===== src/zcash_verif_pkg.sv =====
// Equihash verifier definitions
`default_nettype none

package zcash_verif_pkg;

  // Scaled Equihash sizes, n=24 and k=3
  localparam int N                 = 24;
  localparam int K                 = 3;
  localparam int COLLISION_BIT_LEN = N / (K + 1);
  localparam int SOL_BITS          = COLLISION_BIT_LEN + 1;
  localparam int SOL_LIST_LEN      = 2 ** K;
  localparam int POS_BITS          = $clog2(SOL_LIST_LEN);
  // Eight 7-bit indices take 56 bits, padded up to a whole 8 bytes
  localparam int SOL_BYTS          = 8;
  localparam int HDR_BYTS          = 16;
  localparam int KEY_BITS          = 32;

  // Failure mask layout
  localparam int MASK_BITS            = 4;
  localparam int MASK_XOR_NON_ZERO    = 0;
  localparam int MASK_BAD_ZERO_ORDER  = 1;
  localparam int MASK_BAD_INDEX_ORDER = 2;
  localparam int MASK_DUPLICATE_FND   = 3;

  // Mixing constants that stand in for Blake2b
  localparam int          MIX_ROUNDS = 3;
  localparam logic [31:0] MIX_GOLDEN = 32'h9E37_79B1;

  typedef enum logic [1:0] {ING_IDLE, ING_HDR, ING_SOL, ING_FULL} ingest_state_t;
  typedef enum logic {UNP_IDLE, UNP_RUN} unpack_state_t;

  // Fold the header words into one key, word 0 holds stream bytes 0 to 3
  function automatic logic [KEY_BITS-1:0] mix_key(input logic [HDR_BYTS*8-1:0] hdr);
    logic [KEY_BITS-1:0] key;
    key = '0;
    for (int w = 0; w < HDR_BYTS / 4; w++) begin
      key = key ^ hdr[HDR_BYTS*8-1-w*32 -: 32];
    end
    return key;
  endfunction

  // Seed value for index x, the product wraps modulo 2^32
  function automatic logic [31:0] mix_seed(input logic [KEY_BITS-1:0] key,
                                           input logic [SOL_BITS-1:0] idx);
    logic [31:0] prod;
    prod = 32'(idx) * MIX_GOLDEN;
    return key ^ prod;
  endfunction

  // One round adds the left rotation by 5, then folds in the right shift by 7
  function automatic logic [31:0] mix_round(input logic [31:0] v);
    logic [31:0] t;
    t = v + {v[26:0], v[31:27]};
    return t ^ (t >> 7);
  endfunction

  // Finish the rounds not yet done on a seed and keep the low N bits
  // Called with done set to 0 on a fresh seed this gives the whole string
  function automatic logic [N-1:0] equihash_mix(input logic [31:0] v, input int done);
    logic [31:0] t;
    t = v;
    for (int r = 0; r < MIX_ROUNDS; r++) begin
      if (r >= done) t = mix_round(t);
    end
    return t[N-1:0];
  endfunction

endpackage

`default_nettype wire

===== src/zcash_verif_equihash.sv =====
// Equihash verifier top level
`timescale 1ns/1ns
`default_nettype none

module zcash_verif_equihash #(
  parameter int DAT_BYTS = 4
) (
  input  logic                                  i_clk,
  input  logic                                  i_rst,
  input  logic [DAT_BYTS*8-1:0]                 i_dat,
  input  logic                                  i_val,
  input  logic                                  i_sop,
  input  logic                                  i_eop,
  output logic                                  o_rdy,
  output logic [zcash_verif_pkg::MASK_BITS-1:0] o_mask,
  output logic                                  o_mask_val
);
  import zcash_verif_pkg::*;

  // Ingest to unpack
  logic [HDR_BYTS*8-1:0] ing_hdr;
  logic [SOL_BYTS*8-1:0] ing_sol;
  logic                  ing_val;
  logic                  unp_rdy;

  // Unpack to gen
  logic [SOL_BITS-1:0]   unp_idx;
  logic [KEY_BITS-1:0]   unp_key;
  logic [POS_BITS-1:0]   unp_pos;
  logic                  unp_val;

  // Gen to check
  logic [N-1:0]          gen_str;
  logic [SOL_BITS-1:0]   gen_idx;
  logic [POS_BITS-1:0]   gen_pos;
  logic                  gen_val;

  sol_ingest #(
    .DAT_BYTS ( DAT_BYTS )
  ) i_sol_ingest (
    .i_clk     ( i_clk   ),
    .i_rst     ( i_rst   ),
    .i_dat     ( i_dat   ),
    .i_val     ( i_val   ),
    .i_sop     ( i_sop   ),
    .i_eop     ( i_eop   ),
    .i_unp_rdy ( unp_rdy ),
    .o_rdy     ( o_rdy   ),
    .o_hdr     ( ing_hdr ),
    .o_sol     ( ing_sol ),
    .o_val     ( ing_val )
  );

  sol_index_unpack i_sol_index_unpack (
    .i_clk ( i_clk   ),
    .i_rst ( i_rst   ),
    .i_hdr ( ing_hdr ),
    .i_sol ( ing_sol ),
    .i_val ( ing_val ),
    .o_rdy ( unp_rdy ),
    .o_idx ( unp_idx ),
    .o_key ( unp_key ),
    .o_pos ( unp_pos ),
    .o_val ( unp_val )
  );

  equihash_gen i_equihash_gen (
    .i_clk ( i_clk   ),
    .i_rst ( i_rst   ),
    .i_idx ( unp_idx ),
    .i_key ( unp_key ),
    .i_pos ( unp_pos ),
    .i_val ( unp_val ),
    .o_str ( gen_str ),
    .o_idx ( gen_idx ),
    .o_pos ( gen_pos ),
    .o_val ( gen_val )
  );

  sol_check i_sol_check (
    .i_clk      ( i_clk      ),
    .i_rst      ( i_rst      ),
    .i_str      ( gen_str    ),
    .i_idx      ( gen_idx    ),
    .i_pos      ( gen_pos    ),
    .i_val      ( gen_val    ),
    .o_mask     ( o_mask     ),
    .o_mask_val ( o_mask_val )
  );

endmodule

`default_nettype wire


===== src/sol_check.sv =====
// Equihash solution checker
`timescale 1ns/1ns
`default_nettype none

module sol_check (
  input  logic                                  i_clk,
  input  logic                                  i_rst,
  input  logic [zcash_verif_pkg::N-1:0]         i_str,
  input  logic [zcash_verif_pkg::SOL_BITS-1:0]  i_idx,
  input  logic [zcash_verif_pkg::POS_BITS-1:0]  i_pos,
  input  logic                                  i_val,
  output logic [zcash_verif_pkg::MASK_BITS-1:0] o_mask,
  output logic                                  o_mask_val
);
  import zcash_verif_pkg::*;

  logic [N-1:0]         run_xor;
  logic [N-1:0]         xor_nxt;
  logic [SOL_BITS-1:0]  idx_tbl [SOL_LIST_LEN];
  logic [SOL_BITS-1:0]  idx_now [SOL_LIST_LEN];
  logic [POS_BITS:0]    cnt_j;
  logic [POS_BITS-1:0]  lpos;
  logic [POS_BITS-1:0]  rpos;
  logic                 zero_bad;
  logic                 order_bad;
  logic                 dup_fnd;
  logic                 zero_hit;
  logic                 order_hit;
  logic                 dup_hit;
  logic                 last;
  logic [MASK_BITS-1:0] mask_nxt;

  always_comb begin
    // Running XOR with the arriving string already folded in
    xor_nxt = run_xor ^ i_str;
    // Count of strings seen so far, including this one
    cnt_j = {1'b0, i_pos} + 1'b1;

    // Table view where the current index already sits at its position
    idx_now         = idx_tbl;
    idx_now[i_pos]  = i_idx;

    zero_hit  = 1'b0;
    order_hit = 1'b0;
    dup_hit   = 1'b0;
    lpos      = '0;
    rpos      = '0;

    // A subtree of height i+1 closes whenever j is a multiple of 2^(i+1)
    for (int i = 0; i < K; i++) begin
      if ((int'(cnt_j) & ((2 << i) - 1)) == 0) begin
        // Its XOR must have (i+1) collision fields of zeros at the top
        if (|(xor_nxt & ~({N{1'b1}} >> ((i + 1) * COLLISION_BIT_LEN)))) begin
          zero_hit = 1'b1;
        end
        // Heads of its two halves must be in strictly rising order
        rpos = POS_BITS'(int'(cnt_j) - (1 << i));
        lpos = POS_BITS'(int'(cnt_j) - (2 << i));
        if (idx_now[rpos] <= idx_now[lpos]) begin
          order_hit = 1'b1;
        end
      end
    end

    // Only entries written earlier in this block are compared
    for (int q = 0; q < SOL_LIST_LEN; q++) begin
      if (q < int'(i_pos) && idx_tbl[q] == i_idx) dup_hit = 1'b1;
    end

    last = i_val && (i_pos == POS_BITS'(SOL_LIST_LEN - 1));

    mask_nxt                       = '0;
    mask_nxt[MASK_XOR_NON_ZERO]    = |xor_nxt;
    mask_nxt[MASK_BAD_ZERO_ORDER]  = zero_bad | zero_hit;
    mask_nxt[MASK_BAD_INDEX_ORDER] = order_bad | order_hit;
    mask_nxt[MASK_DUPLICATE_FND]   = dup_fnd | dup_hit;
  end

  // Index table and result register
  always_ff @(posedge i_clk) begin
    if (i_val) idx_tbl[i_pos] <= i_idx;
    if (last) o_mask <= mask_nxt;
  end

  always_ff @(posedge i_clk) begin
    if (i_rst) begin
      run_xor    <= '0;
      zero_bad   <= 1'b0;
      order_bad  <= 1'b0;
      dup_fnd    <= 1'b0;
      o_mask_val <= 1'b0;
    end else begin
      // Single cycle pulse per block
      o_mask_val <= last;
      if (last) begin
        // Ready for the next block straight away
        run_xor   <= '0;
        zero_bad  <= 1'b0;
        order_bad <= 1'b0;
        dup_fnd   <= 1'b0;
      end else if (i_val) begin
        run_xor   <= xor_nxt;
        zero_bad  <= zero_bad | zero_hit;
        order_bad <= order_bad | order_hit;
        dup_fnd   <= dup_fnd | dup_hit;
      end
    end
  end

endmodule

`default_nettype wire


===== src/equihash_gen.sv =====
// Equihash string generator
`timescale 1ns/1ns
`default_nettype none

module equihash_gen (
  input  logic                                 i_clk,
  input  logic                                 i_rst,
  input  logic [zcash_verif_pkg::SOL_BITS-1:0] i_idx,
  input  logic [zcash_verif_pkg::KEY_BITS-1:0] i_key,
  input  logic [zcash_verif_pkg::POS_BITS-1:0] i_pos,
  input  logic                                 i_val,
  output logic [zcash_verif_pkg::N-1:0]        o_str,
  output logic [zcash_verif_pkg::SOL_BITS-1:0] o_idx,
  output logic [zcash_verif_pkg::POS_BITS-1:0] o_pos,
  output logic                                 o_val
);
  import zcash_verif_pkg::*;

  // Rounds done in the first stage
  localparam int S1_ROUNDS = 1;

  logic [31:0]         s1_mix;
  logic [SOL_BITS-1:0] s1_idx;
  logic [POS_BITS-1:0] s1_pos;
  logic                s1_val;

  // Stage 1 seeds the value from key and index and runs the first round
  // Index and position travel next to the value so check can match them up
  always_ff @(posedge i_clk) begin
    s1_mix <= mix_round(mix_seed(i_key, i_idx));
    s1_idx <= i_idx;
    s1_pos <= i_pos;
  end

  // Stage 2 runs the remaining rounds and truncates to the string width
  always_ff @(posedge i_clk) begin
    o_str <= equihash_mix(s1_mix, S1_ROUNDS);
    o_idx <= s1_idx;
    o_pos <= s1_pos;
  end

  // Valid bits shadow the data, so two items can be in flight at once
  always_ff @(posedge i_clk) begin
    if (i_rst) begin
      s1_val <= 1'b0;
      o_val  <= 1'b0;
    end else begin
      s1_val <= i_val;
      o_val  <= s1_val;
    end
  end

endmodule

`default_nettype wire


===== src/sol_index_unpack.sv =====
// Solution index unpacker
`timescale 1ns/1ns
`default_nettype none

module sol_index_unpack (
  input  logic                                   i_clk,
  input  logic                                   i_rst,
  input  logic [zcash_verif_pkg::HDR_BYTS*8-1:0] i_hdr,
  input  logic [zcash_verif_pkg::SOL_BYTS*8-1:0] i_sol,
  input  logic                                   i_val,
  output logic                                   o_rdy,
  output logic [zcash_verif_pkg::SOL_BITS-1:0]   o_idx,
  output logic [zcash_verif_pkg::KEY_BITS-1:0]   o_key,
  output logic [zcash_verif_pkg::POS_BITS-1:0]   o_pos,
  output logic                                   o_val
);
  import zcash_verif_pkg::*;

  localparam int SOL_W = SOL_BYTS * 8;

  unpack_state_t       state;
  logic [KEY_BITS-1:0] key_q;
  logic [SOL_W-1:0]    sol_sr;
  logic [POS_BITS-1:0] cnt;
  logic                take;

  // A new block is taken only between runs
  assign o_rdy = (state == UNP_IDLE);
  assign take  = i_val && o_rdy;

  // The key stays put for the whole run, so it goes out straight from its latch
  assign o_key = key_q;

  // Indices leave from the top of the shift register, big-endian bit order
  // The padding bits at the bottom are shifted in but never read
  always_ff @(posedge i_clk) begin
    if (take) begin
      key_q  <= mix_key(i_hdr);
      sol_sr <= i_sol;
    end else if (state == UNP_RUN) begin
      sol_sr <= sol_sr << SOL_BITS;
    end
    o_idx <= sol_sr[SOL_W-1 -: SOL_BITS];
    o_pos <= cnt;
  end

  always_ff @(posedge i_clk) begin
    if (i_rst) begin
      state <= UNP_IDLE;
      cnt   <= '0;
      o_val <= 1'b0;
    end else begin
      // One index per cycle for exactly SOL_LIST_LEN cycles
      o_val <= (state == UNP_RUN);
      case (state)
        UNP_IDLE: begin
          cnt <= '0;
          if (take) state <= UNP_RUN;
        end
        UNP_RUN: begin
          cnt <= cnt + 1'b1;
          if (cnt == POS_BITS'(SOL_LIST_LEN - 1)) begin
            state <= UNP_IDLE;
          end
        end
        default: state <= UNP_IDLE;
      endcase
    end
  end

endmodule

`default_nettype wire


===== src/sol_ingest.sv =====
// Solution stream ingest
`timescale 1ns/1ns
`default_nettype none

module sol_ingest #(
  parameter int DAT_BYTS = 4
) (
  input  logic                                   i_clk,
  input  logic                                   i_rst,
  input  logic [DAT_BYTS*8-1:0]                  i_dat,
  input  logic                                   i_val,
  input  logic                                   i_sop,
  input  logic                                   i_eop,
  input  logic                                   i_unp_rdy,
  output logic                                   o_rdy,
  output logic [zcash_verif_pkg::HDR_BYTS*8-1:0] o_hdr,
  output logic [zcash_verif_pkg::SOL_BYTS*8-1:0] o_sol,
  output logic                                   o_val
);
  import zcash_verif_pkg::*;

  localparam int DAT_BITS = DAT_BYTS * 8;
  localparam int BLK_BYTS = HDR_BYTS + SOL_BYTS;
  localparam int CNT_BITS = $clog2(BLK_BYTS + 1);

  ingest_state_t       state;
  logic [CNT_BITS-1:0] byt_cnt;
  logic [CNT_BITS-1:0] wr_ofs;
  logic [CNT_BITS-1:0] nxt_cnt;
  logic                beat;
  logic                wr_en;

  assign beat = i_val && o_rdy;

  // A start of packet always lands at byte 0, whatever came before it
  assign wr_ofs  = i_sop ? '0 : byt_cnt;
  assign nxt_cnt = wr_ofs + CNT_BITS'(DAT_BYTS);

  // Beats outside a packet are dropped while idle
  assign wr_en = beat && (i_sop || state == ING_HDR || state == ING_SOL);

  // The block is offered to unpack for as long as it sits here
  assign o_val = (state == ING_FULL);

  // Byte 0 of the block is the top byte of the header register
  // Solution bytes follow the same order inside the solution buffer
  always_ff @(posedge i_clk) begin
    if (wr_en) begin
      if (wr_ofs < CNT_BITS'(HDR_BYTS)) begin
        o_hdr[(HDR_BYTS - DAT_BYTS - int'(wr_ofs))*8 +: DAT_BITS] <= i_dat;
      end else if (wr_ofs <= CNT_BITS'(BLK_BYTS - DAT_BYTS)) begin
        o_sol[(BLK_BYTS - DAT_BYTS - int'(wr_ofs))*8 +: DAT_BITS] <= i_dat;
      end
    end
  end

  always_ff @(posedge i_clk) begin
    if (i_rst) begin
      state   <= ING_IDLE;
      byt_cnt <= '0;
      o_rdy   <= 1'b0;
    end else begin
      case (state)
        ING_IDLE, ING_HDR, ING_SOL: begin
          o_rdy <= 1'b1;
          if (wr_en) begin
            byt_cnt <= nxt_cnt;
            if (i_eop) begin
              // Last beat, so hold the block and stop the input
              state <= ING_FULL;
              o_rdy <= 1'b0;
            end else if (nxt_cnt >= CNT_BITS'(HDR_BYTS)) begin
              state <= ING_SOL;
            end else begin
              state <= ING_HDR;
            end
          end
        end
        ING_FULL: begin
          // Unpack latches the block on this edge, the input reopens
          if (i_unp_rdy) begin
            state   <= ING_IDLE;
            byt_cnt <= '0;
            o_rdy   <= 1'b1;
          end
        end
        default: state <= ING_IDLE;
      endcase
    end
  end

endmodule

`default_nettype wire


===== config.mk =====
export PLATFORM = sky130hd
export DESIGN_NAME = zcash_verif_equihash
export DESIGN_NICKNAME = d
export VERILOG_FILES = /design/src/zcash_verif_pkg.sv /design/src/zcash_verif_equihash.sv /design/src/sol_check.sv /design/src/equihash_gen.sv /design/src/sol_index_unpack.sv /design/src/sol_ingest.sv
export SDC_FILE = /design/constraint.sdc
export NUM_CORES = 1
export LEC_CHECK = 0
export ABC_AREA = 1
export BUFFER_PORTS_ARGS = -buffer_cell sky130_fd_sc_hd__buf_4
export CELL_PAD_IN_SITES_DETAIL_PLACEMENT = 0
export CELL_PAD_IN_SITES_GLOBAL_PLACEMENT = 2
export CORE_MARGIN = 2
export CORE_UTILIZATION = 42
export DETAILED_ROUTE_END_ITERATION = 12
export GPL_TIMING_DRIVEN = 0
export PLACE_DENSITY = 0.93
export SETUP_SLACK_MARGIN = 0.02
export SYNTH_ARGS = -nofsm -noshare
export SYNTH_HDL_FRONTEND = slang
export SYNTH_SLANG_ARGS = --single-unit

===== constraint.sdc =====
create_clock -name i_clk -period 13.6 [get_ports i_clk]
set_input_delay 1.36 -clock i_clk [delete_from_list [all_inputs] [get_ports i_clk]]
set_output_delay 1.36 -clock i_clk [all_outputs]
set_load 0.05 [all_outputs]

==> impl_metrics.csv, run 1 <==
group,metric,value,unit
cts,cts_resized,0,
die,num_rows,104,
die,io_pins,43,
grt,grt_max_degree,65,
routing,vias_per_cell,5.29,
run,max-cap-violations,0,
hold_path,hold_class,"register to register",
routing,wire_per_inst,20.3,um
sta,drv_slew,0,
place,placed_cells,5453,
sta,skew,0.0454,ns
place,post-place-ws,6.33,ns
setup_path,cp_top_family,"buffers and inverters",
cts,htreeDepth,2,
place,dp_hpwl,91200,um
setup_path,critPathCaptureType,"register",
synthesis,synth-edff-count,348,
grt,grt_pass1_wl,170000,um
synthesis,synth_top_cell_by_area,"edfxtp_1",
synthesis,yosysSeqAreaShare,0.384,
routing,vias,29400,
grt,grt.total_usage,0.268,
synthesis,yosysWarningCount,0,
setup_path,crit_fanout,10,
setup_path,slowest_stage,"a21oi_1",
finish,final_cell_mix,"1110 x nand2_1, 524 x inv_1, 442 x nor2_1, 348 x edfxtp_1, 321 x o21ai_0",
setup_path,reg2reg_slack,7.05,ns
die,fp.dieH,288,um
synthesis,netlist_area,0.0340,mm^2
synthesis,ys_async_sr_fraction,0,
finish,stdcell_count,5551,
setup_path,worst_ep_required_time,13.82,ns
sta,max_slew_margin,0.165,
sta,post-route-period-util,0.494,
setup_path,slowest_delay,0.75,ns
cts,holdBufCountCts,0,
place,gp_congestion,0.979,
routing,ant_nets,0,
routing,drc,0,
sta,setup_tns,0,ns
routing,drt-initial-drc-count,2546,
setup_path,crit_buf_inv,7,
die,die_w,288,um
cts,path_clk_slew,0.06,ns
synthesis,ys_ff_latch,477,
place,portBuffers,42,
finish,area_growth,9.86,%
finish,layout_commonest_cell,"nand2_1",
sta,tightest_slew,1.24,ns
sta,hold_viol_final,0,
sta,fin_ws,6.89,ns
sta,min_period,6.71,ns
synthesis,syn-num-nets,4627,
finish,drive_gt1_frac,0.0494,
die,coreArea,0.0803,mm^2
grt,antenna_found_initial,1,
sta,clock.fmax,149,MHz
setup_path,cp-start-kind,"primary input",
synthesis,synth_cell_types,64,
routing,drt-total-wl,113000,um
synthesis,synth-main-ff-cell,"edfxtp_1",
sta,finalSetupViolations,0,
cts,cts_tree,"done",
setup_path,worstPathCellList,"buf_4 -> inv_2 -> nand2_2 -> buf_1 -> clkbuf_1 -> ha_1 -> inv_1 -> nand2_1 -> nand2_1 -> nor3_4 -> nand2_4 -> nor2_1 -> ha_1 -> clkbuf_1 -> buf_1 -> nand4_1 -> nand2_1 -> nand3_1 -> o21ai_0 -> nand2_1 -> a21oi_1",
setup_path,crit_top_cell,"nand2_1",
synthesis,syn_inst,4348,
finish,final_nets,4726,
place,placed_cell_area,0.0357,mm^2
cts,clockRootBuffer,"clkbuf_16",
cts,postCtsSetupBuffers,0,
setup_path,crit_type,"primary input to register",
routing,dr.pass1.iters,5,
setup_path,worstPathArrival,6.94,ns
finish,fin_area,0.0373,mm^2
synthesis,avgSynthCellArea,7.81,um^2
cts,numCtsBuffers,52,
synthesis,synth.top_cell.area_share,0.308,
grt,gr-total-overflow,0,
finish,antennaDiodeCount,0,
sta,rsz0062_at_grt,"false",
die,die_area,0.0831,mm^2
grt,grt_pass1_vias,28400,
cts,cts.sinks,477,
cts,clk_path_buf_depth,3,
cts,clkLatencyLatePin,0.62,ns
die,start_util,0.423,
synthesis,synth.area.top_cells,"edfxtp_1 31%, nand2_1 12%, dfxtp_1 7.6%",
run_status,run_status,"finished, final reports clean",
==> through the flow <==
step | hold WS [ns] | util
floorplan | 0.310 | -
finish | 0.315 | 0.465
global placement | 0.310 | 0.443
CTS | 0.312 | 0.465
global route | 0.312 | 0.465
detailed placement | 0.312 | 0.444
==> cell type report <==
cell class,instances,area [um^2]
fillers,8122,43000
multi-input cells,3203,18300
flip-flops and latches,477,13000
inverters,543,2040
clock buffers,69,1380
well taps,1060,1330
plain buffers,125,572
repair buffers,45,360
clock inverters,29,269
==> sequential cells by signal (all words and copies together) (netlist names), 2 cells and up <==
register	count
i_sol_ingest.o_hdr	128
i_sol_index_unpack.sol_sr	64
i_sol_ingest.o_sol	64
i_sol_check.idx_tbl	56
i_equihash_gen.s1_mix	32
i_sol_index_unpack.o_key	32
i_equihash_gen.o_str	24
i_sol_check.run_xor	24
i_equihash_gen.o_idx	7
i_equihash_gen.s1_idx	7
i_sol_index_unpack.o_idx	7
i_sol_ingest.byt_cnt	5
i_sol_check.o_mask	4
i_equihash_gen.o_pos	3
i_equihash_gen.s1_pos	3
i_sol_index_unpack.cnt	3
i_sol_index_unpack.o_pos	3
i_sol_ingest.state	2
==> logic make-up (layout without fill, tap and decap cells) <==
logic type               Yosys count  after routing  share of synthesized area
flip-flops                       477            477                      0.384
AND/OR/NAND/NOR                 1931           1931                      0.238
XOR/XNOR                         329            329                     0.0851
buffers and inverters            668            811                     0.0770
AO/OA/AOI/OAI                    697            697                      0.115
adder cells (fa/ha/maj)          242            242                      0.100
multiplexers                       4              4                    0.00118
==> synth_stat cells (12+ instances only) <==
library cell,number
buf_1,12
xor2_1,182
o21a_1,12
a31oi_1,15
dfxtp_1,129
nor2_1,442
xnor2_1,146
o22ai_1,30
nand2_1,1111
inv_1,524
nand3_1,210
edfxtp_1,348
o21ai_0,321
buf_2,18
nor3_1,50
nand4_1,37
nor4_1,14
fa_1,49
a21oi_1,194
clkbuf_1,81
ha_1,193
a21o_1,12
o211ai_1,23
o21bai_1,22
nand3b_1,13
==> worst paths after layout <==
check / startpoint / end / depth (start not counted)
worst min register to register: i_equihash_gen.s1_idx[4]$_DFF_P_ / i_equihash_gen.o_idx[4]$_DFF_P_ / 0
worst max-delay path: i_sop / i_sol_ingest.o_hdr[76]$_DFFE_PP_ / 21
worst max register to register: i_sol_index_unpack.o_idx[4]$_DFF_P_ / i_equihash_gen.s1_mix[24]$_DFF_P_ / 28
worst min-delay path: i_equihash_gen.s1_idx[4]$_DFF_P_ / i_equihash_gen.o_idx[4]$_DFF_P_ / 0
==> routing by layer <==
layer	GRT usage	up-vias	part of all wire
li1	-	14500	-
met1	0.358	13700	0.44
met2	0.449	935	0.47
met3	0.0269	205	0.053
met4	0.0995	0	0.037
met5	0	-	0
Power of run 1 is left out: the tool's default activity adds up to more than one toggle a clock period on the data nets, which glitch-free logic cannot reach.
==> inputs of run 2 (changes only) <==
--- a/config.mk
+++ b/config.mk
@@ -10,10 +10,10 @@
 export CELL_PAD_IN_SITES_DETAIL_PLACEMENT = 0
 export CELL_PAD_IN_SITES_GLOBAL_PLACEMENT = 2
 export CORE_MARGIN = 2
-export CORE_UTILIZATION = 42
+export CORE_UTILIZATION = 35
 export DETAILED_ROUTE_END_ITERATION = 12
 export GPL_TIMING_DRIVEN = 0
-export PLACE_DENSITY = 0.93
+export PLACE_DENSITY = 0.84
 export SETUP_SLACK_MARGIN = 0.02
 export SYNTH_ARGS = -nofsm -noshare
 export SYNTH_HDL_FRONTEND = slang
==> constraint.sdc (replaced) <==
create_clock -name i_clk -period 5.9 [get_ports i_clk]
set_input_delay 0.59 -clock i_clk [delete_from_list [all_inputs] [get_ports i_clk]]
set_output_delay 0.59 -clock i_clk [all_outputs]
set_load 0.05 [all_outputs]
==> run 2 against run 1 <==
  * Count of clock-buffer cells in the layout is 5 lower
  * Non-clock buffer count up 10
  * Clock skew is 0.027 ns lower
  * Design area rose by 2.8%
  * First-iteration DRC count grew 4.2%
  * Core utilization shrank 6.7 points
  * Sequential cell count unchanged
  * Highest routed layer unchanged
  * Worst hold slack got worse by 0.058 ns
==> impl_metrics.csv, run 2 (same netlist as run 1, synthesis figures left out) <==
group,metric,value,unit
finish,final_nets,4737,
sta,min_period,5.63,ns
routing,vias_per_cell,5.11,
die,fp.dieH,315,um
finish,layout_commonest_cell,"nand2_1",
finish,area_growth,12.9,%
routing,drt-total-wl,115000,um
die,io_pins,43,
sta,setup_tns,0,ns
routing,vias,29500,
die,start_util,0.352,
finish,final_cell_mix,"1092 x nand2_1, 519 x inv_1, 421 x nor2_1, 348 x edfxtp_1, 317 x o21ai_0",
sta,tightest_slew,1.38,ns
setup_path,worst_ep_required_time,6.40,ns
sta,skew,0.0189,ns
finish,reg_top3,"i_sol_ingest.o_hdr x128, i_sol_index_unpack.sol_sr x64, i_sol_ingest.o_sol x64",
grt,grt_pass1_vias,28500,
sta,post-route-period-util,0.954,
grt,grt_pass1_wl,173000,um
cts,path_clk_slew,0.06,ns
sta,clock.fmax,178,MHz
setup_path,crit_type,"register to register",
cts,clk_path_buf_depth,3,
setup_path,slowest_delay,0.59,ns
setup_path,cp_top_family,"adder cells",
routing,dr.pass1.iters,5,
place,gp_congestion,0.986,
cts,cts.sinks,477,
finish,largest_reg_flops,128,
hold_path,hold_class,"primary input to register",
routing,drc,0,
setup_path,cp-start-kind,"register",
run_status,run_status,"finished, final reports clean",
grt,grt_max_degree,65,
cts,clkLatencyLatePin,0.64,ns
sta,hold_viol_final,0,
finish,antennaDiodeCount,0,
cts,cts_tree,"done",
place,dp_hpwl,93000,um
routing,drt-initial-drc-count,2652,
setup_path,crit_fanout,7,
die,num_rows,114,
routing,ant_nets,0,
cts,htreeDepth,2,
die,die_area,0.0995,mm^2
grt,antenna_found_initial,1,
setup_path,slowest_stage,"fa_1",
finish,drive_gt1_frac,0.0791,
setup_path,critPathCaptureType,"register",
sta,drv_slew,0,
setup_path,worstPathArrival,6.13,ns
setup_path,crit_top_cell,"nand2_1",
sta,max_slew_margin,0.0682,
die,die_w,315,um
run,max-cap-violations,0,
finish,regMostFlops,"i_sol_ingest.o_hdr",
cts,clockRootBuffer,"clkbuf_16",
setup_path,crit_buf_inv,4,
cts,numCtsBuffers,53,
die,coreArea,0.0964,mm^2
place,portBuffers,42,
grt,grt.total_usage,0.228,
sta,finalSetupViolations,0,
grt,gr-total-overflow,0,
routing,wire_per_inst,19.9,um
## run 2: cell count changes in the layout (fill, tap and decap cells not counted), sizes merged
cell	previous run	this run
buf	89	99
bufinv	2	4
clkbuf	150	145
clkinv	22	24
clkinvlp	4	0
inv	544	547
## run 2: path summary, 6_finish.rpt
| kind | startpoint | endpoint | slack [ns] | cells after the start |
|---|---|---|---|---|
| worst max-delay path | i_sol_index_unpack.o_idx[5]$_DFF_P_ | i_equihash_gen.s1_mix[24]$_DFF_P_ | 0.27 | 27 |
| worst min-delay path | i_eop | i_sol_ingest.o_rdy$_SDFFE_PP0P_ | 0.26 | 4 |
| worst max register to register | i_sol_index_unpack.o_idx[5]$_DFF_P_ | i_equihash_gen.s1_mix[24]$_DFF_P_ | 0.27 | 27 |
| worst min register to register | i_equihash_gen.s1_pos[0]$_DFF_P_ | i_equihash_gen.o_pos[0]$_DFF_P_ | 0.33 | 0 |
## run 2: final cells by class
cell class | count | area [um^2]
well taps | 1276 | 1600
clock buffers | 64 | 1410
flip-flops and latches | 477 | 13100
fillers | 10200 | 58100
repair buffers | 55 | 438
plain buffers | 125 | 573
inverters | 543 | 2040
multi-input cells | 3203 | 18900
clock inverters | 32 | 333
## run 2: worst register-to-register path, cell delays in order, from the launching register on
cell	delay [ns]
dfxtp_4	0.40
ha_2	0.35
fa_1	0.53
fa_1	0.59
fa_1	0.45
ha_1	0.39
nand2_2	0.16
inv_1	0.05
a21oi_1	0.20
nand2_2	0.13
a21oi_4	0.15
o21ai_4	0.10
buf_4	0.16
a21oi_2	0.18
xor2_2	0.14
buf_4	0.16
ha_2	0.31
a21o_1	0.17
nor2_1	0.12
nand2_1	0.09
a21oi_2	0.13
nand2_2	0.09
inv_1	0.07
nand2_1	0.06
nand3_2	0.12
nand2_1	0.08
nand2_1	0.06
nand2_1	0.07
## run 2: repair_timing
item / in CTS / in global routing
pin swaps: 3 / 16
endpoints found under the setup margin: 128 / 159
hold buffers: 0 / 0
buffers inserted: 2 / 9
resized for setup: 48 / 100
endpoints found under the hold margin: 0 / 0
## run 2: per-layer routing
| metal | vias up | wire length [um] | GRT usage | part of all wire |
|---|---|---|---|---|
| li1 | 14500 | - | - | - |
| met1 | 13900 | 51300 | 0.306 | 0.45 |
| met2 | 878 | 54400 | 0.385 | 0.47 |
| met3 | 175 | 6100 | 0.0273 | 0.053 |
| met4 | 0 | 3250 | 0.0642 | 0.028 |
| met5 | - | 0 | 0 | 0 |
## run 2: stage by stage
| stage | std cells | instance area, um^2 | hold WS, ns | setup WS [ns] | utilization |
|---|---|---|---|---|---|
| 2_1_floorplan | 4348 | 34000 | 0.310 | 0.393 | - |
| 3_3_place_gp | 5666 | 35900 | 0.310 | -0.756 | 0.372 |
| 3_5_place_dp | 5668 | 35900 | 0.312 | -0.691 | 0.373 |
| 4_1_cts | 5766 | 37800 | 0.205 | -0.102 | 0.392 |
| 5_1_grt | 5775 | 38300 | 0.276 | -0.0258 | 0.398 |
| 6_report | 5775 | 38300 | 0.257 | 0.274 | 0.398 |
Power of run 2 is left out for the same reason.
